**config.mk**
```make
export PLATFORM = sky130hd
export DESIGN_NAME = fm_mixer
export DESIGN_NICKNAME = d
export VERILOG_FILES = /design/src/source/fm_pkg.sv /design/src/source/fm_mixer.sv
export SDC_FILE = /design/constraint.sdc
export NUM_CORES = 1
export LEC_CHECK = 0
export BUFFER_PORTS_ARGS = -buffer_cell sky130_fd_sc_hd__buf_4
export CAP_MARGIN = 20
export CORE_MARGIN = 5
export CORE_UTILIZATION = 56
export DETAILED_ROUTE_END_ITERATION = 6
export PLACE_DENSITY = 0.88
export REMOVE_ABC_BUFFERS = 1
export SLEW_MARGIN = 20
export SYNTH_ARGS = -nofsm -noshare
export SYNTH_HDL_FRONTEND = slang
export SYNTH_SLANG_ARGS = --single-unit
export TNS_END_PERCENT = 20
```
**constraint.sdc**
```tcl
create_clock -name clk -period 4.7 [get_ports clk]
set_input_delay 0.235 -clock clk [delete_from_list [all_inputs] [get_ports clk]]
set_output_delay 0.235 -clock clk [all_outputs]
set_load 0.02 [all_outputs]
```
**src/source/fm_pkg.sv**
```systemverilog
package fm_pkg;

	localparam int num_slots = 32;
	localparam int num_ch = 8;
	localparam int addr_w = 10;
	localparam int data_w = 32;
	localparam int kind_lsb = 7;  // Register group in addr[9:7]
	localparam int idx_lsb = 2;   // Slot or channel in addr[6:2]

	// Operator role, slot index is role * 8 + channel
	typedef enum logic [1:0] {
		m1 = 2'd0,
		m2 = 2'd1,
		c1 = 2'd2,
		c2 = 2'd3
	} op_slot_e;

	typedef logic [2:0] conn_t;          // Algorithm 0..7
	typedef logic [2:0] fb_t;            // Feedback level, 0 is off
	typedef logic [19:0] phase_t;        // Phase accumulator and increment
	typedef logic [9:0] att_t;           // Attenuation, log units
	typedef logic signed [13:0] op_out_t;
	typedef logic signed [15:0] sample_t;

	typedef enum logic [2:0] {
		kind_conn = 3'd0,   // Per channel, fb in [5:3] and con in [2:0]
		kind_inc = 3'd1,    // Per slot phase increment
		kind_att = 3'd2,    // Per slot attenuation
		kind_key = 3'd3,    // Key-on, write only
		kind_sample = 3'd4  // Last mixed sample, read only
	} reg_kind_e;

	typedef enum logic [1:0] {
		resp_okay = 2'b00,
		resp_slverr = 2'b10
	} axi_resp_e;

endpackage

```
**src/source/fm_mixer.sv**
```systemverilog
`timescale 1ns/1ns

module fm_mixer (
	input  logic            clk,
	input  logic            reset,
	input  fm_pkg::op_out_t op_out,
	input  logic [4:0]      out_slot,
	output fm_pkg::sample_t sample,
	output logic            sample_valid
);
	import fm_pkg::*;

	localparam int acc_w = 19;  // 32 full scale outputs fit
	localparam logic signed [acc_w-1:0] max_val = 32767;
	localparam logic signed [acc_w-1:0] min_val = -32768;

	logic signed [acc_w-1:0] sum, base, total;
	logic last;
	sample_t clamped;

	assign last = (out_slot == 5'(num_slots - 1));
	assign base = (out_slot == '0) ? '0 : sum;  // Fresh start each frame
	assign total = base + op_out;

	always_comb begin
		if (total > max_val)
			clamped = 16'sh7fff;
		else if (total < min_val)
			clamped = -16'sh8000;
		else
			clamped = total[15:0];
	end

	always_ff @(posedge clk)
		sum <= total;

	always_ff @(posedge clk) begin
		if (reset) begin
			sample <= '0;
			sample_valid <= 1'b0;
		end else begin
			sample_valid <= last;  // One pulse per frame
			if (last)
				sample <= clamped;
		end
	end

endmodule

```
# Word-level counts from Yosys, hierarchy flattened

Cells that the tools add are included.

Output and inout bits: 17
Register bits after elaboration: 36
Bits of input ports: 21

$add $sub $neg: 1
$lt $le $gt $ge: 2
Mux-type cells: 3
Reductions and logical operators: 1
Eq/ne operators: 1

Operators by type and width:

| cell                                                  | number |
|---|---|
| two-way mux 16 bit                                    | 2 |
| adder 19 x 14 -> 19 bit                               | 1 |
| > comparator 19 x 16 -> 1 bit (second input constant) | 1 |
| < comparator 19 x 16 -> 1 bit (second input constant) | 1 |
| two-way mux 19 bit                                    | 1 |
| == test 5 bit (second input constant)                 | 1 |
| zero test 5 bit                                       | 1 |

# Logic depth before layout (Yosys ltp)

Depth after elaboration: 6
Gate-level depth with buffers: 16

# Least setup slack after synthesis

Ideal clock, no wire load.

Kind: in2reg
Start: in out_slot[0]
End: reg sample[14]
Setup slack: 1.064 ns
Arrival time: 3.504 ns
Stages on the path: 14
Cells stage by stage: or4_1 > nor2_1 > clkbuf_1 > nor2b_1 > ha_1 > nand2_1 > or4b_4 > o21ai_4 > a21oi_1 > or3_1 > a32o_2 > buf_6 > nand2_1 > a211oi_2

Longest elaborated chain between the ends: 6

Ends and longest elaborated chain:

| what                          | RTL line       | source |
|---|---|---|
| start, declared               | fm_mixer.sv:7  | `input logic [4:0] out_slot,` |
| zero test 5 bit               | fm_mixer.sv:22 | `assign base = (out_slot == '0) ? '0 : sum;` |
| two-way mux 19 bit            | fm_mixer.sv:22 |  |
| adder 19 x 14 -> 19 bit       | fm_mixer.sv:23 | `assign total = base + op_out;` |
| < comparator 19 x 16 -> 1 bit | fm_mixer.sv:28 | `else if (total < min_val)` |
| two-way mux 16 bit            | fm_mixer.sv:28 |  |
| two-way mux 16 bit            | fm_mixer.sv:26 | `if (total > max_val)` |
| end signal, assigned          | fm_mixer.sv:44 | `sample <= clamped;` |
| end, declared                 | fm_mixer.sv:8  | `output fm_pkg::sample_t sample,` |

Several ways; a longest one is shown, not always the timed one.
A chain may end at the register's enable or synchronous reset.

# Worst setup path in the final report

Start: in out_slot[0]
End: reg sample[2]

Longest elaborated chain between the ends: 6

Ends and longest elaborated chain:

| what                          | RTL line       | source |
|---|---|---|
| zero test 5 bit *             | fm_mixer.sv:22 |  |
| two-way mux 19 bit *          | fm_mixer.sv:22 |  |
| adder 19 x 14 -> 19 bit *     | fm_mixer.sv:23 |  |
| net total[15]                 | fm_mixer.sv:17 | `logic signed [acc_w-1:0] sum, base, total;` |
| < comparator 19 x 16 -> 1 bit | fm_mixer.sv:28 |  |
| two-way mux 16 bit            | fm_mixer.sv:28 |  |
| two-way mux 16 bit *          | fm_mixer.sv:26 |  |

The timed path passes the listed nets; every way through them passes the cells marked *.

==> results_dict.tcl <==
set metrics [dict create \
    drive_above_1_share_pct 25.1 \
    synth_edf_count 0 \
    grt_max_degree 18 \
    totalPowerFinal_mw 1.78 \
    area_growth_pct 17.1 \
    cts-root-buf "clkbuf_8" \
    end_kind "flop" \
    yosysTopAreaCell "dfxtp_1" \
    async_flop_share_pct 0 \
    io_buffers 37 \
    ios 38 \
    post_cts_buffers 0 \
    track_usage_pct 20.1 \
    synth_area_leaders "dfxtp_1 (32%), ha_1 (10%), a211oi_2 (7.2%)" \
    gr-total-overflow 0 \
    insertion_delay_ps 290 \
    path_cells "buf_4 -> or4_1 -> nor2_1 -> buf_4 -> nor2b_1 -> ha_1 -> a21oi_1 -> o21ai_0 -> a211o_1 -> a211oi_2 -> xnor2_1 -> a32o_2 -> nand2_1 -> a211oi_1" \
    critical_path_class "primary input to flop" \
    timing.setup.tns_ps 0 \
    finalHoldViolCount 0 \
    slowest_stage "or4_1" \
    yosysWarnings 0 \
    finalNetCount 330 \
    grt_pass1_vias 1912 \
    wire_per_inst_microns 14.9 \
    cts_tree "built" \
    min_period_ps 3620 \
    grt_pass1_wl_microns 8380 \
    core-area_sq_um 3940 \
    syn-cell-area_sq_um 2260 \
    dieArea_sq_um 5400 \
    synthFlopType "dfxtp_1" \
    clock-sinks 36 \
    cp_top_family "compound AO/OA/AOI/OAI gates" \
    synth_cells 256 \
    gp_congestion 0.967 \
    hold_class "primary input to flop" \
    final_util_pct 67.1 \
    ys_seq_elements 36 \
    crit_top_cell "buf_4" \
    cts_max_path_buffers 2 \
    clk_pin_slew_ps 80 \
    cts_buffers 5 \
    maxCapViolCount 0 \
    remaining_drc_errors 0 \
    routed_wirelength_microns 5060 \
    rsz0062_at_grt "false" \
    die_w_microns 73.5 \
    p_per_area_nw_per_um2 673 \
    finClkSkew_ps 2.84 \
    finalCritPeriodShare_pct 76.9 \
    num_antenna_cells 0 \
    synth_cell_types 51 \
    drt_pre_antenna_iters 5 \
    worst_pin_slew_ps 740 \
    status "complete, no violations" \
    drtIter0Drc 135 \
    h-tree-depth 2 \
    setup_viol_count_final 0 \
    antenna_found_initial 0 \
    final-max-slew-violation-count 0 \
    holdWs_ps 190 \
    routed-via-count 1921 \
    yosysTopAreaCellShare_pct 31.9 \
    p_leak_nw 1.11 \
    hold_buffers 0 \
    ant_nets 0 \
    die-height_microns 73.5 \
    critPathMaxStageDelay_ps 570 \
    cp_data_arrival_time_ps 3820 \
    avgSynthCellArea_sq_um 8.82 \
    cts_resized 0 \
    slew_headroom_pct 50.6 \
    viasPerCell 5.63 \
    worstPathRequired_ps 4900 \
    initial_core_util_pct 57.3 \
    cp_max_fo 17 \
    clock.fmax_ghz 0.277 \
    ys_seq_area_share_pct 31.9 \
    crit_buf_inv 2 \
    rows 23 \
    critPathLaunchType "primary input" \
    place_hpwl_microns 3750 \
    peakVddDrop_uv 399 \
]
[routing by layer]
layer  share of wire, %  GRT usage (%)  vias up
li1                   -              -      977
met1                 45           23.7      901
met2                 48           34.9       38
met4                1.1           7.24        0
met5                  0              0        -
met3                5.0           4.92        5
[state kept, by name, indices dropped and copies added, names as in the netlist]
| signal | flops |
|---|---|
| sum | 19 |
| sample | 16 |
| sample_valid | 1 |
[kinds of logic (layout without fill, tap and decap cells)]
logic type                 after synthesis  in the layout  synth area share (%)
AOI/OAI and AO/OA                       69             69                  24.6
muxes                                    1              1                 0.443
and+or+nand+nor                         97             97                  22.5
buffers and inverters                   20             55                  4.27
adders and majority gates               19             19                  10.9
xor gates and xnor gates                14             14                  5.43
DFF                                     36             36                  31.9
[synth_stat cells (all sizes together) (5+ instances only)]
master / instances
dfxtp: 36
nor2: 26
nand2: 24
a211oi: 20
nor2b: 19
ha: 18
a21oi: 16
nand3: 10
xnor2: 10
inv: 9
o21ai: 9
buf: 8
nor3: 5
[per-stage QoR]
stage,worst slack [ps],cells,cell area [sq um]
after global routing,819,341,2640
after CTS,1120,341,2640
after floorplan,1000,245,2200
final,1080,341,2640
after global placement,938,333,2540
after detailed placement,798,333,2540
[power breakdown]
part           internal [mW]  total, mW  switching (mW)
combinational          0.450       1.12           0.667
sequential             0.406      0.424          0.0178
clock                  0.119      0.240           0.121
[area by class of cell]
type / count / area (sq um)
multi-input combinational: 200 / 1440
fill: 313 / 1300
sequential: 36 / 721
timing repair buffer: 38 / 285
clock buffer: 6 / 82.6
tap: 50 / 62.6
inverter: 9 / 33.8
clock inverter: 2 / 15.0
[final timing paths]
path                          start  cells past startpoint                     end  slack [ps]
max reg2reg          sum[0]$_DFF_P_                     12  sample[2]$_SDFFE_PP0P_        1600
min reg2reg  sample[0]$_SDFFE_PP0P_                      2  sample[0]$_SDFFE_PP0P_         510
min                       op_out[0]                      2          sum[0]$_DFF_P_         190
max                     out_slot[0]                     14  sample[2]$_SDFFE_PP0P_        1080
[cells in the final DEF (no fill, tap or decap), types with 2 or more instances in the layout]
cell type    n
clkinvlp_4   2
xnor2_1     10
a211oi_1     7
buf_4       38
nor2b_1     19
a211oi_2    13
inv_1        9
o211ai_1     2
a21o_1       4
o31a_1       2
o31ai_1      2
o21bai_1     3
nor2_1      25
a21oi_1     15
or2_2        2
xor2_1       4
clkbuf_8     6
nand3_1     10
a211o_1      2
o21ai_0      7
nor3_1       5
ha_1        18
nand2_1     23
dfxtp_1     36
Power figures use the tool's default switching activity.
