### src/source/fm_pkg.sv
package fm_pkg;

	localparam int num_slots = 32;
	localparam int num_ch = 8;
	localparam int addr_w = 10;
	localparam int data_w = 32;
	localparam int kind_lsb = 7;  // Register group in addr[9:7]
	localparam int idx_lsb = 2;   // Slot or channel in addr[6:2]

	// Operator role, slot index is role * 8 + channel
	typedef enum logic [1:0] {
		m1 = 2'd0,
		m2 = 2'd1,
		c1 = 2'd2,
		c2 = 2'd3
	} op_slot_e;

	typedef logic [2:0] conn_t;          // Algorithm 0..7
	typedef logic [2:0] fb_t;            // Feedback level, 0 is off
	typedef logic [19:0] phase_t;        // Phase accumulator and increment
	typedef logic [9:0] att_t;           // Attenuation, log units
	typedef logic signed [13:0] op_out_t;
	typedef logic signed [15:0] sample_t;

	typedef enum logic [2:0] {
		kind_conn = 3'd0,   // Per channel, fb in [5:3] and con in [2:0]
		kind_inc = 3'd1,    // Per slot phase increment
		kind_att = 3'd2,    // Per slot attenuation
		kind_key = 3'd3,    // Key-on, write only
		kind_sample = 3'd4  // Last mixed sample, read only
	} reg_kind_e;

	typedef enum logic [1:0] {
		resp_okay = 2'b00,
		resp_slverr = 2'b10
	} axi_resp_e;

endpackage

### src/source/fm_slot_sequencer.sv
`timescale 1ns/1ns

module fm_slot_sequencer (
	input  logic             clk,
	input  logic             reset,
	input  logic [2:0]       key_on_ch,
	input  logic             key_on_pulse,
	input  fm_pkg::phase_t   inc,
	input  fm_pkg::att_t     att,
	input  fm_pkg::conn_t    con,
	input  fm_pkg::fb_t      fb,
	output logic [4:0]       rd_slot,
	output logic [4:0]       slot,
	output fm_pkg::op_slot_e cur_op,
	output fm_pkg::conn_t    con_out,
	output fm_pkg::fb_t      fb_out,
	output fm_pkg::att_t     att_out,
	output fm_pkg::phase_t   phase_cnt
);
	import fm_pkg::*;

	logic [4:0] cnt;
	phase_t acc [num_slots];
	logic [num_ch-1:0] pending;    // Key-on seen, waiting for slot 0
	logic [num_ch-1:0] clr_frame;  // Channels cleared in this frame
	logic [num_ch-1:0] clr_now;
	logic [num_ch-1:0] key_mask;
	phase_t cur_phase;

	assign rd_slot = cnt;
	assign key_mask = key_on_pulse ? num_ch'(1) << key_on_ch : '0;
	assign clr_now = (cnt == '0) ? pending : clr_frame;
	assign cur_phase = clr_now[cnt[2:0]] ? '0 : acc[cnt];

	always_ff @(posedge clk) begin
		if (reset) begin
			cnt <= '0;
			pending <= '0;
			clr_frame <= '0;
			slot <= '0;
			cur_op <= m1;
			con_out <= '0;
			fb_out <= '0;
			att_out <= '1;
			phase_cnt <= '0;
			for (int i = 0; i < num_slots; i++)
				acc[i] <= '0;
		end else begin
			cnt <= cnt + 5'd1;
			pending <= ((cnt == '0) ? '0 : pending) | key_mask;
			clr_frame <= clr_now;
			acc[cnt] <= cur_phase + inc;  // Stored phase moves on by one step
			slot <= cnt;
			cur_op <= op_slot_e'(cnt[4:3]);
			con_out <= con;
			fb_out <= fb;
			att_out <= att;
			phase_cnt <= cur_phase;
		end
	end

endmodule

### config.mk
export PLATFORM = sky130hd
export DESIGN_NAME = fm_slot_sequencer
export DESIGN_NICKNAME = d
export VERILOG_FILES = /design/src/source/fm_pkg.sv /design/src/source/fm_slot_sequencer.sv
export SDC_FILE = /design/constraint.sdc
export NUM_CORES = 1
export LEC_CHECK = 0
export ABC_AREA = 1
export BUFFER_PORTS_ARGS = -buffer_cell sky130_fd_sc_hd__buf_2
export CAP_MARGIN = 5
export CORE_UTILIZATION = 30
export DETAILED_ROUTE_END_ITERATION = 10
export HOLD_SLACK_MARGIN = 0.12
export SLEW_MARGIN = 40
export SYNTH_ARGS = -nofsm -noshare
export SYNTH_HDL_FRONTEND = slang
export SYNTH_SLANG_ARGS = --single-unit
### constraint.sdc
create_clock -name clk -period 7.42 [get_ports clk]
set_input_delay 1.855 -clock clk [delete_from_list [all_inputs] [get_ports clk]]
set_output_delay 1.855 -clock clk [all_outputs]
set_load 0.05 [all_outputs]
Yosys cells after proc, flatten, opt, wreduce, memory -nomap -nowiden

Memories as Yosys holds them, arrays and structs flattened. A register that Yosys moved wholly into a read port is not among the register bits.
Index checks and enable logic that the tools add are counted.
W data, S select, Z words.

Add/subtract/negate cells: 2
Multipliers: 0
Div/mod/pow operators: 0
$lt $le $gt $ge: 1
Equal/unequal tests: 0
Shift operators: 1
Muxes and demuxes: 13
Bitwise operators: 1
Reduce and logical (&&, ||, !) cells: 2

Operator list:

| kind                  | count |
|---|---|
| $mux W20              | 2 |
| $mux W8               | 3 |
| $add A20 B20 Y20      | 1 |
| $reduce_or A20 Y1     | 1 |
| $mux W5               | 2 |
| $or A8 B8 Y8          | 1 |
| $shl A1 B3 Y8 const A | 1 |
| $add A5 B1 Y5 const B | 1 |
| $logic_not A5 Y1      | 1 |
| $mux W1               | 5 |
| $lt A3 B4 Y1 const B  | 1 |
| $bmux W1 S3           | 1 |

Register bits after elaboration: 64
Bits in latches: 0
Memory bits (writable): 640
ROM bits: 0
Input port bits: 42
Output and inout bits: 48
Word-level logic and storage cells: 30
Memories kept: 1

Memories:

| name | words | bits a word | rd ports | clocked after memory_dff | wr ports | line                    | text |
|---|---|---|---|---|---|---|---|
| acc  | 32    | 20          | 1        | 1                        | 32       | fm_slot_sequencer.sv:23 | `phase_t acc [num_slots];` |

Depth between registers and ports, before layout

Depth in word-level cells: 7
Mapped depth: 30
Mapped depth without buffers: 22

Worst setup path before layout

No wires, ideal clock.

Kind: reg2reg
From: register cnt[0], in the netlist rd_slot[0]
To: memory acc[0][16] (netlist bit) (data pin)
Setup time: 266 ps
Arrival time: 4,503 ps
Data required time: 7,154 ps
Slack: 2,651 ps
Cell stages (with the launch flop): 29
Path buffers: 8
Period minus slack after synthesis: 4,769 ps
Path through: dfxtp_1 -> inv_1 -> buf_4 -> buf_4 -> buf_2 -> buf_2 -> ha_1 -> buf_4 -> buf_2 -> nand4_1 -> nand3_1 -> nand3_1 -> nand3_1 -> nand2_2 -> buf_4 -> nand4_1 -> inv_1 -> ha_1 -> inv_1 -> fa_1 -> nand3b_1 -> nand2_1 -> a21boi_2 -> o21ai_1 -> nand2_1 -> nand2_1 -> xor2_1 -> buf_2 -> nor2_1

RTL lines:

| element                | line                    | text |
|---|---|---|
| from (decl)            | fm_slot_sequencer.sv:22 | `logic [4:0] cnt;` |
| from (signal assigned) | fm_slot_sequencer.sv:49 | `cnt <= cnt + 5'd1;` |
| to (decl)              | fm_slot_sequencer.sv:23 |  |

==> run summary <==
run status - completed
Final ANT Viol Nets - 0
Finished Cell Area - 35500 sq um
yosys warns - 0
R2R Path Start - rd_slot[1]
CP Max Fanout - 103
PostCTS Resize Cnt - 0
Syn Area/Cell - 10.4 sq um
Data arrival, critical path - 6380 ps
WL/cell - 21.7 um
Multi-input gate area - 9560 sq um
GRT Overall Usage - 0.177
Final setup viols - 0
final setup TNS - 0 ps
Achievable Freq - 0.166 GHz
Least-Margin Pin Slew - 851 ps
routability cong. - 0.876
area growth from synthesis to layout - 13.8%
fillers - 10100
ant diodes - 0
Die Ht - 324 um
final setup margin - 1390 ps
Chip Width - 324 um
total power draw - 0.0107 W
nets@finish - 3027
register bit total from synthesis - 702
CTS clock-pin slew for the worst setup and hold paths - 60 ps
global-route wire length before repair - 141000 um
critical path capture point type - register
fin crit share - 0.813
post-synthesis sequential area ratio - 0.656
crit path launch - rd_slot[1]
Synth top area share - 0.616
number of global-route vias before repair - 21300
Yosys cell types - 37
Die ar. - 105000 sq um
H-tree levels - 3
main area contributors after synthesis - edfxtp_1, nor2_1, nand2_1, a21oi_1, dfxtp_1
via count of the routed design - 22700
total CTS buffers - 74
root buffer selected by CTS - clkbuf_16
clk sink count - 702
1st-pass router iterations - 5
Hold Crit Class - reg2reg
Clock Latency Late Sink - 630 ps
Cells after Synth - 3004
commonest register cell after synthesis - edfxtp_1
synthesized area - 31200 sq um
Post-synth EDFFs - 640
Post-CTS Setup Bufs - 0
Yosys top cell by area - edfxtp_1
DRT Wirelength - 95100 um
global route overflow - 0
placed cells - 4253
Rows - 117
endpoints failing hold - 0
Vias per Instance - 5.19
async set-reset flop share out of synthesis - 0
Port Buf Inserts - 89
min cycle time layout - 6030 ps
initial antenna violation count - 1
pwr dens - 301 nW/um^2
Syn Nets - 3070
Post-route DRC - 0
Post-DP Area - 33200 sq um
Ports - 90
leakage power - 13.1 nW
worst clock skew - 32.0 ps
Final Non-Filler Cells - 4385
Peak VDD IR - 0.204 mV
max-slew violations - 0
pre-CTS setup slack - 1420 ps
largest net degree at the start of global routing - 146
maximum buffer depth of the clock tree - 3
Setup CP Type - reg2reg
post-DP HPWL - 55800 um
DRT iter0 DRCs - 2451
initial core utilization - 0.305
Startpoint Class - register
Data required, critical path - 7770 ps
Max-Cap Viols - 0
CTS Hold Bufs - 0
hold_sp - pending[1]
worst rel slew slack - 0.433
core area - 102000 sq um
FF/Latch Area - 20500 sq um
layout cells sized above 1 - 0.126
CTS tree - yes
RSZ-0062 raised after global routing - no
## cell usage after synthesis (3+ instances only)
| cell | instances |
|---|---|
| inv_1 | 99 |
| xnor2_1 | 7 |
| nand2_1 | 483 |
| a21oi_1 | 254 |
| edfxtp_1 | 640 |
| o22ai_1 | 80 |
| buf_4 | 13 |
| nor2_1 | 716 |
| or2_2 | 10 |
| buf_1 | 9 |
| xor2_1 | 8 |
| nand4_1 | 32 |
| ha_1 | 23 |
| buf_6 | 7 |
| a32oi_1 | 72 |
| nand3_1 | 72 |
| o21ai_0 | 54 |
| o21bai_1 | 3 |
| nor2_2 | 16 |
| buf_2 | 102 |
| a221oi_1 | 3 |
| o21ai_1 | 6 |
| clkbuf_1 | 144 |
| a22oi_1 | 72 |
| nand2_2 | 4 |
| dfxtp_1 | 62 |
## state kept, by name, indices dropped and copies added, names as in the netlist
signal / flops
acc: 640
phase_cnt: 20
att_out: 10
clr_frame: 8
pending: 8
rd_slot: 5
slot: 5
con_out: 3
fb_out: 3
## where the power goes
group          total [W]  switching, W  internal, W
Sequential       0.00458     0.0000641      0.00451
Clock            0.00360       0.00156      0.00204
Combinational    0.00251       0.00198     0.000525
Total             0.0107       0.00361      0.00707
## cell type report
cell class,count,area share
Inverter,101,0.0112
Clock inverter,36,0.00892
Multi-Input combinational cell,1926,0.270
Sequential cell,702,0.577
Tap cell,1368,0.0483
Clock buffer,96,0.0560
Timing Repair Buffer,156,0.0292
## final timing paths
path	slack [ps]	to	cells after the start
max	1390	acc[2][18]	24
min reg2reg	470	pending[1]	2
max reg2reg	1390	acc[2][18]	24
min	470	pending[1]	2
## cells in the final DEF, fill, tap and decap left out, types with 72 or more instances in the layout
| master | netlist | routed |
|---|---|---|
| nor2_1 | 716 | 716 |
| edfxtp_1 | 640 | 640 |
| nand2_1 | 483 | 481 |
| a21oi_1 | 254 | 254 |
| inv_1 | 99 | 91 |
| buf_2 | 102 | 89 |
| o22ai_1 | 80 | 80 |
| clkbuf_16 | 0 | 75 |
| a32oi_1 | 72 | 72 |
| a22oi_1 | 72 | 72 |
## metrics by stage
step	utilization	hold WS, ps
after floorplan	-	439
after global placement	0.322	466
after detailed placement	0.324	465
after CTS	0.347	474
after global routing	0.347	491
final	0.347	471
## critical path, stage by stage, from the launching register on
cell and delay (ps):
dfxtp_4 540, inv_8 510, ha_1 260, buf_4 290
nand3_4 240, nand2_1 170, nand3_1 90, nand3_1 110
nand3_1 110, nand2_2 460, nand4_1 270, inv_1 130
ha_1 210, inv_1 90, fa_1 450, nand3b_1 190
nand2_1 140, a21boi_2 130, o21ai_1 310, nand4_1 160
nand2_1 90, nand2_1 50, nand2_1 60, buf_4 430
nor2_1 90
## logic make-up (layout without fill, tap and decap cells)
| logic type | count (synthesis) | in the layout | share of synthesized area |
|---|---|---|---|
| adder cells (fa/ha/maj) | 24 | 24 | 0.00987 |
| XOR/XNOR | 15 | 15 | 0.00421 |
| AND/OR/NAND/NOR | 1339 | 1339 | 0.170 |
| buffers and inverters | 376 | 389 | 0.0527 |
| flip-flops | 702 | 702 | 0.656 |
| AO/OA/AOI/OAI | 548 | 548 | 0.107 |
## routing by layer
layer  track usage  vias up  wire length [um]
met5             0        -                10
met1         0.233    11300             38400
met3        0.0260      156              7380
li1              -    10300                 -
met2         0.291      983             46000
met4        0.0696        2              3350
Note: power is estimated with default switching activity, not from simulation.
