<file path="src/source/fm_pkg.sv">
package fm_pkg;

	localparam int num_slots = 32;
	localparam int num_ch = 8;
	localparam int addr_w = 10;
	localparam int data_w = 32;
	localparam int kind_lsb = 7;  // Register group in addr[9:7]
	localparam int idx_lsb = 2;   // Slot or channel in addr[6:2]

	// Operator role, slot index is role * 8 + channel
	typedef enum logic [1:0] {
		m1 = 2'd0,
		m2 = 2'd1,
		c1 = 2'd2,
		c2 = 2'd3
	} op_slot_e;

	typedef logic [2:0] conn_t;          // Algorithm 0..7
	typedef logic [2:0] fb_t;            // Feedback level, 0 is off
	typedef logic [19:0] phase_t;        // Phase accumulator and increment
	typedef logic [9:0] att_t;           // Attenuation, log units
	typedef logic signed [13:0] op_out_t;
	typedef logic signed [15:0] sample_t;

	typedef enum logic [2:0] {
		kind_conn = 3'd0,   // Per channel, fb in [5:3] and con in [2:0]
		kind_inc = 3'd1,    // Per slot phase increment
		kind_att = 3'd2,    // Per slot attenuation
		kind_key = 3'd3,    // Key-on, write only
		kind_sample = 3'd4  // Last mixed sample, read only
	} reg_kind_e;

	typedef enum logic [1:0] {
		resp_okay = 2'b00,
		resp_slverr = 2'b10
	} axi_resp_e;

endpackage

</file>
<file path="src/source/fm_regs.sv">
`timescale 1ns/1ns

module fm_regs (
	input  logic                        clk,
	input  logic                        reset,
	input  logic [fm_pkg::addr_w-1:0]   awaddr,
	input  logic                        awvalid,
	output logic                        awready,
	input  logic [fm_pkg::data_w-1:0]   wdata,
	input  logic [fm_pkg::data_w/8-1:0] wstrb,
	input  logic                        wvalid,
	output logic                        wready,
	output fm_pkg::axi_resp_e           bresp,
	output logic                        bvalid,
	input  logic                        bready,
	input  logic [fm_pkg::addr_w-1:0]   araddr,
	input  logic                        arvalid,
	output logic                        arready,
	output logic [fm_pkg::data_w-1:0]   rdata,
	output fm_pkg::axi_resp_e           rresp,
	output logic                        rvalid,
	input  logic                        rready,
	input  logic [4:0]                  rd_slot,
	output fm_pkg::phase_t              inc,
	output fm_pkg::att_t                att,
	output fm_pkg::conn_t               con,
	output fm_pkg::fb_t                 fb,
	output logic [2:0]                  key_on_ch,
	output logic                        key_on_pulse,
	input  fm_pkg::sample_t             sample
);
	import fm_pkg::*;

	phase_t inc_mem [num_slots];
	att_t att_mem [num_slots];
	conn_t con_mem [num_ch];
	fb_t fb_mem [num_ch];

	reg_kind_e wr_kind, rd_kind;
	logic [4:0] wr_idx, rd_idx;
	logic [data_w-1:0] wr_val;
	logic wr_ok, rd_ok;

	function automatic logic addr_ok(input reg_kind_e kind, input logic [4:0] idx,
			input logic is_write);
		case (kind)
			kind_inc, kind_att: return 1'b1;
			kind_conn: return idx < num_ch;
			kind_key: return is_write && idx < num_ch;  // No readback of key-on
			kind_sample: return !is_write;
			default: return 1'b0;  // Unused groups 5..7
		endcase
	endfunction

	function automatic logic [data_w-1:0] reg_value(input reg_kind_e kind,
			input logic [4:0] idx);
		case (kind)
			kind_conn: return {26'b0, fb_mem[idx[2:0]], con_mem[idx[2:0]]};
			kind_inc: return data_w'(inc_mem[idx]);
			kind_att: return data_w'(att_mem[idx]);
			kind_sample: return data_w'(sample);  // Sign extended
			default: return '0;
		endcase
	endfunction

	// Byte lanes not strobed keep the old contents
	function automatic logic [data_w-1:0] apply_strb(input logic [data_w-1:0] old_val,
			input logic [data_w-1:0] new_val, input logic [data_w/8-1:0] strb);
		logic [data_w-1:0] res;
		res = old_val;
		for (int b = 0; b < data_w / 8; b++)
			if (strb[b])
				res[b*8 +: 8] = new_val[b*8 +: 8];
		return res;
	endfunction

	assign wr_kind = reg_kind_e'(awaddr[kind_lsb +: 3]);
	assign wr_idx = awaddr[idx_lsb +: 5];
	assign rd_kind = reg_kind_e'(araddr[kind_lsb +: 3]);
	assign rd_idx = araddr[idx_lsb +: 5];
	assign wr_ok = addr_ok(wr_kind, wr_idx, 1'b1);
	assign rd_ok = addr_ok(rd_kind, rd_idx, 1'b0);
	assign wr_val = apply_strb(reg_value(wr_kind, wr_idx), wdata, wstrb);

	// Parameter fetch for the sequencer
	assign inc = inc_mem[rd_slot];
	assign att = att_mem[rd_slot];
	assign con = con_mem[rd_slot[2:0]];
	assign fb = fb_mem[rd_slot[2:0]];

	always_ff @(posedge clk) begin
		if (reset) begin
			awready <= 1'b0;
			wready <= 1'b0;
			bvalid <= 1'b0;
			bresp <= resp_okay;
			key_on_pulse <= 1'b0;
			key_on_ch <= '0;
			for (int i = 0; i < num_slots; i++) begin
				inc_mem[i] <= '0;
				att_mem[i] <= '1;  // Powers up silent
			end
			for (int i = 0; i < num_ch; i++) begin
				con_mem[i] <= '0;
				fb_mem[i] <= '0;
			end
		end else begin
			// One cycle ready pulse once both address and data are offered
			awready <= awvalid && wvalid && !awready && !bvalid;
			wready <= awvalid && wvalid && !awready && !bvalid;
			key_on_pulse <= 1'b0;
			if (bvalid && bready)
				bvalid <= 1'b0;
			if (awready) begin  // Handshake cycle
				bvalid <= 1'b1;
				bresp <= wr_ok ? resp_okay : resp_slverr;
				if (wr_ok) begin
					case (wr_kind)
						kind_conn: begin
							con_mem[wr_idx[2:0]] <= wr_val[2:0];
							fb_mem[wr_idx[2:0]] <= wr_val[5:3];
						end
						kind_inc: inc_mem[wr_idx] <= wr_val[19:0];
						kind_att: att_mem[wr_idx] <= wr_val[9:0];
						kind_key: begin
							key_on_pulse <= 1'b1;
							key_on_ch <= wr_idx[2:0];
						end
						default: ;
					endcase
				end
			end
		end
	end

	always_ff @(posedge clk) begin
		if (reset) begin
			arready <= 1'b0;
			rvalid <= 1'b0;
			rresp <= resp_okay;
		end else begin
			arready <= arvalid && !arready && !rvalid;
			if (rvalid && rready)
				rvalid <= 1'b0;
			if (arready) begin
				rvalid <= 1'b1;
				rresp <= rd_ok ? resp_okay : resp_slverr;
			end
		end
	end

	always_ff @(posedge clk)
		if (arready)
			rdata <= rd_ok ? reg_value(rd_kind, rd_idx) : '0;  // Held until next accept

endmodule

</file>
<file path="config.mk">
export PLATFORM = sky130hd
export DESIGN_NAME = fm_regs
export DESIGN_NICKNAME = d
export VERILOG_FILES = /design/src/source/fm_pkg.sv /design/src/source/fm_regs.sv
export SDC_FILE = /design/constraint.sdc
export NUM_CORES = 2
export LEC_CHECK = 0
export BUFFER_PORTS_ARGS = -buffer_cell sky130_fd_sc_hd__buf_2
export CAP_MARGIN = 10
export CORE_UTILIZATION = 40
export DETAILED_ROUTE_END_ITERATION = 7
export GPL_TIMING_DRIVEN = 0
export SLEW_MARGIN = 20
export SYNTH_ARGS = -nofsm -noshare
export SYNTH_HDL_FRONTEND = slang
export SYNTH_SLANG_ARGS = --single-unit
</file>
<file path="constraint.sdc">
create_clock -name clk -period 7.8 [get_ports clk]
set_clock_uncertainty 0.15 [all_clocks]
set_input_delay 1.56 -clock clk [delete_from_list [all_inputs] [get_ports clk]]
set_output_delay 1.56 -clock clk [all_outputs]
set_load 0.02 [all_outputs]
</file>
# Word level (Yosys, flattened, before mapping)
# Memories as Yosys holds them, arrays and structs flattened.
# Cells that the tools add are included.
[op_classes]
bitwise_logic = 2
reduce_logical = 24
mux = 43
n_lt_le_gt_ge = 2
n_eq_ne = 7
[op_table]
columns = ["cell", "count"]
rows = [
  ["32-bit one-hot mux with 4 select lines", 1],
  ["20-bit one-hot mux with 4 select lines", 1],
  ["1-bit 2-to-1 mux", 26],
  ["20-bit 2-to-1 mux", 1],
  ["20-bit OR reduction", 1],
  ["8-bit 2-to-1 mux", 2],
  ["3-bit 2-to-1 mux", 4],
  ["3-bit OR reduction", 4],
  ["5-bit by 4-bit less-than comparator with 1-bit output, second input constant", 2],
  ["10-bit 2-to-1 mux", 1],
  ["5-bit 2-to-1 mux", 2],
  ["10-bit OR reduction", 1],
  ["3-bit by 2-bit == test with 1-bit output, second input constant", 3],
  ["1-bit logical AND", 7],
  ["3-bit by 1-bit == test with 1-bit output, second input constant", 2],
  ["3-bit == test, second input constant", 2],
  ["3-bit logical NOT", 2],
  ["1-bit logical NOT", 4],
  ["2-bit 2-to-1 mux", 2],
  ["4-bit 2-to-1 mux", 1],
  ["1-bit one-hot mux with 2 select lines", 2],
  ["2-bit nonzero test", 2],
  ["2-bit OR reduction", 2],
  ["3-bit AND reduction", 1],
  ["1-bit NOT", 2],
]
[totals]
register_bits = 44
in_bits = 84
word_cells = 91
output_inout_bits = 81
mem_bits_rw = 1008
n_memories = 4
[memory_table]
columns = ["memory", "depth", "word_bits", "rd", "rd_clocked_by_memory_dff", "wr", "line_no", "rtl"]
rows = [
  ["inc_mem", 32, 20, 3, 0, 32, "fm_regs.sv:34", "phase_t inc_mem [num_slots];"],
  ["att_mem", 32, 10, 3, 0, 32, "fm_regs.sv:35", "att_t att_mem [num_slots];"],
  ["con_mem", 8, 3, 3, 0, 8, "fm_regs.sv:36", "conn_t con_mem [num_ch];"],
  ["fb_mem", 8, 3, 3, 0, 8, "fm_regs.sv:37", "fb_t fb_mem [num_ch];"],
]

# Depth between registers and ports, before layout
[logic_depth]
word_depth = 9
ltp_mapped = 14
ltp_nobuf = 6

# Worst setup path before layout
# OpenSTA, ideal clock, no wires.
[synth_timing]
kind = "input to output"
startpoint = "in rd_slot[0]"
endpoint = "out att[0]"
t_arrival_ns = 4.034
stages = 6
slack_ns = 2.056
path_buffers = 3
cell_sequence = "clkbuf_1 > clkbuf_1 > buf_1 > mux4_2 > mux4_2 > mux2_2"
[synth_between]
elab_chain_cells = 1
[synth_rtl]
columns = ["element", "line_no", "rtl"]
rows = [
  ["from (decl)", "fm_regs.sv:23", "input logic [4:0] rd_slot,"],
  ["memory 32 x 10 bit", "--", ""],
  ["to (decl)", "fm_regs.sv:25", "output fm_pkg::att_t att,"],
]
# Every way passes these cells.

==> results.sh <==
export IMPL_status="finished with violations"
export IMPL_violations="design-rule violations, negative setup slack"
export IMPL_cp_arrival_ns=8.38
export IMPL_crit_type="in -> reg"
export IMPL_wl_microns=399800
export IMPL_via_count=53780
export IMPL_viasPerCell=7.672
export IMPL_root_buffer="clkbuf_16"
export IMPL_rr_endpoint="inc_mem[10][12]$_SDFFCE_PN0P_"
export IMPL_core_area_sq_um=154400
export IMPL_min_to="arready$_SDFF_PP0_"
export IMPL_worstMarginPinSlew_ns=1.382
export IMPL_dpl_worst_slack_ns=-0.2133
export IMPL_htree_levels=3
export IMPL_wl_per_cell_microns=57.04
export IMPL_p_leak_nw=23.18
export IMPL_peakVddDrop_v=0.0001761
export IMPL_ios=165
export IMPL_ys_ff_latch=1039
export IMPL_worstPathRequired_ns=8.14
export IMPL_synth_edff_count=1029
export IMPL_yosysUniqueCellTypes=79
export IMPL_whs_path_depth=1
export IMPL_overflow=0
export IMPL_rrSetupSlack_ns=2.31
export IMPL_synthCells=4480
export IMPL_netlist_top_cells_count="edfxtp_1, nor2_1, mux4_2, nand2_1, mux2i_1"
export IMPL_reg2reg_depth=7
export IMPL_synthFlopType="edfxtp_1"
export IMPL_ctsHoldBuffers=0
export IMPL_r2r_start="wready$_SDFF_PP0_"
export IMPL_synth_area_top_cells="edfxtp_1, mux4_2, mux2i_1, nor2_1, nand2_1"
export IMPL_port_buffer_count=130
export IMPL_grt_max_degree=19
export IMPL_relSlewSlack=0.07838
export IMPL_dieWidth_microns=396.6
export IMPL_start_util=0.4035
export IMPL_timing_final_crit_period_ns=8.039
export IMPL_cts_buffers=121
export IMPL_synth_seq_area_share=0.4992
export IMPL_clkLatencyLatePin_ns=0.79
export IMPL_gp_congestion=1.100
export IMPL_dp_hpwl_microns=298100
export IMPL_clock_sinks=1039
export IMPL_startpoint_type="input port"
export IMPL_fmax_mhz=124.4
export IMPL_finalNonFillerCells=7009
export IMPL_min_from="rvalid$_SDFFE_PP0P_"
export IMPL_rows=144
export IMPL_post_route_drc_count=44
export IMPL_fp_dieArea_sq_um=157300
export IMPL_worst_slack_ns=-0.2395
export IMPL_yosys_cell_count_top_type="edfxtp_1"
export IMPL_grt_pass1_vias=47050
export IMPL_synth_top_area_share=0.4960
export IMPL_whs_ns=0.2928
export IMPL_drt_pass1_iter_count=8
export IMPL_drv_cap=0
export IMPL_power_density_nw_per_um2=209.2
export IMPL_clk_pin_slew_ns=0.06
export IMPL_setup_viol=100
export IMPL_grt_usage=0.5001
export IMPL_grt_pass1_wl_microns=498900
export IMPL_cts_setup_buffers=0
export IMPL_postRouteAntennaNets=0
export IMPL_syn_area_sq_um=62300
export IMPL_end_kind="flop"
export IMPL_synth_top_cell_by_area="edfxtp_1"
export IMPL_nNetsFinal=4913
export IMPL_dp_cells=6749
export IMPL_fin_crit_sh=1.031
export IMPL_critPathMaxFanout=11
export IMPL_rsz0062_at_grt="no"
export IMPL_drive_above_1_share=0.3286
export IMPL_first_iter_violations=11950
export IMPL_place_area_sq_um=67800
export IMPL_stdcell_area_sq_um=71740
export IMPL_syn_avg_cell_area_sq_um=13.91
export IMPL_cts_tree="done"
export IMPL_ctsResizeCount=0
export IMPL_total_power_mw=15.01
export IMPL_synthArstFlopShare=0
export IMPL_yosysWarnings=0
export IMPL_area_growth_pct=15.15
export IMPL_hold_class="reg -> reg"
export IMPL_antenna_found_initial=69
export IMPL_die_h_microns=396.6
export IMPL_cts_max_path_buffers=3
export IMPL_finalMaxSlewViolations=0
export IMPL_hold_viol_final=0
==> layer usage <==
layer	GRT usage	vias up	share of wire
met5	0.01693	-	0.0016
met2	0.6228	6186	0.37
li1	-	18400	-
met4	0.3127	48	0.078
met1	0.6215	27860	0.35
met3	0.3335	1287	0.20
==> state kept, by name, indices dropped and copies added, names as in the netlist <==
signal        flops
arready           1
att_mem         320
bresp             1
bvalid            1
con_mem          24
fb_mem           24
inc_mem         640
key_on_ch         3
key_on_pulse      1
rdata            21
rresp             1
rvalid            1
wready            1
==> how the worst max path moves through the flow <==
stage                    start                       endpoint  slack, ns  depth (start not counted)
finish               awaddr[3]  inc_mem[31][15]$_SDFFCE_PN0P_      -0.24                         12
global route         awaddr[3]   inc_mem[8][15]$_SDFFCE_PN0P_       0.25                         12
CTS                 rd_slot[0]                         inc[0]       0.53                          7
detailed placement   awaddr[3]    inc_mem[0][1]$_SDFFCE_PN0P_      -0.21                         12
global placement     awaddr[6]   inc_mem[17][8]$_SDFFCE_PN0P_      -2.17                         10
floorplan           rd_slot[0]                         att[0]       2.06                          6
==> kinds of logic after synthesis <==
| logic type | Yosys count | synth area share |
|---|---|---|
| and+or+nand+nor | 1438 | 0.09693 |
| muxes | 1077 | 0.3147 |
| DFF | 1039 | 0.4992 |
| buffers and inverters | 510 | 0.04184 |
| AOI/OAI and AO/OA | 413 | 0.04698 |
| adders and majority gates | 1 | 0.0001607 |
| other | 1 | 0.00006019 |
| xor gates and xnor gates | 1 | 0.0001406 |
==> layout make-up <==
| class | count | area (sq um) |
|---|---|---|
| clock buffers | 136 | 3105 |
| fillers | 13690 | 82670 |
| diodes | 35 | 87.58 |
| plain buffers | 503 | 2735 |
| multi-input cells | 2932 | 28790 |
| clock inverters | 88 | 704.4 |
| repair buffers | 225 | 2630 |
| inverters | 7 | 26.28 |
| well taps | 2044 | 2557 |
| flip-flops and latches | 1039 | 31100 |
==> where the power goes <==
part	switching (mW)	internal (mW)
Sequential	0.118	6.26
Clock	2.63	3.14
Combinational	2.01	0.840
==> metrics by stage <==
stage | TNS, ns | util
2_1_floorplan | 0 | -
3_3_place_gp | -934.33 | 0.4243
3_5_place_dp | -20.37 | 0.4391
4_1_cts | 0 | 0.4638
5_1_grt | 0 | 0.4641
6_report | -9.053 | 0.4646
==> cell usage in the layout (no fill, tap or decap), types with 32 or more instances in the layout <==
master,synthesis,routed
buf_6,49,57
clkinv_1,0,33
nand2_1,429,429
buf_12,4,34
nor3_1,68,67
o21ai_0,81,81
o22ai_1,124,123
nand2b_2,0,32
a21oi_1,53,51
clkbuf_2,0,84
edfxtp_1,1029,1029
mux2i_1,303,303
or2_2,44,44
mux4_2,692,692
buf_16,0,41
buf_2,120,292
nand3_1,33,33
nor2_1,727,720
clkbuf_1,253,183
clkbuf_16,0,122
mux2_2,73,73
diode_2,0,35
==> worst max-delay path: stages <==
cell and delay, ns:
buf_2 0.51, buf_2 0.59, buf_2 0.51, buf_2 0.65
buf_2 0.83, buf_2 0.80, mux4_2 0.42, mux2i_1 0.61
o221ai_1 0.23, o21ai_1 0.97, buf_2 0.57, nor2_1 0.10
(Power assumes the default switching activity.)
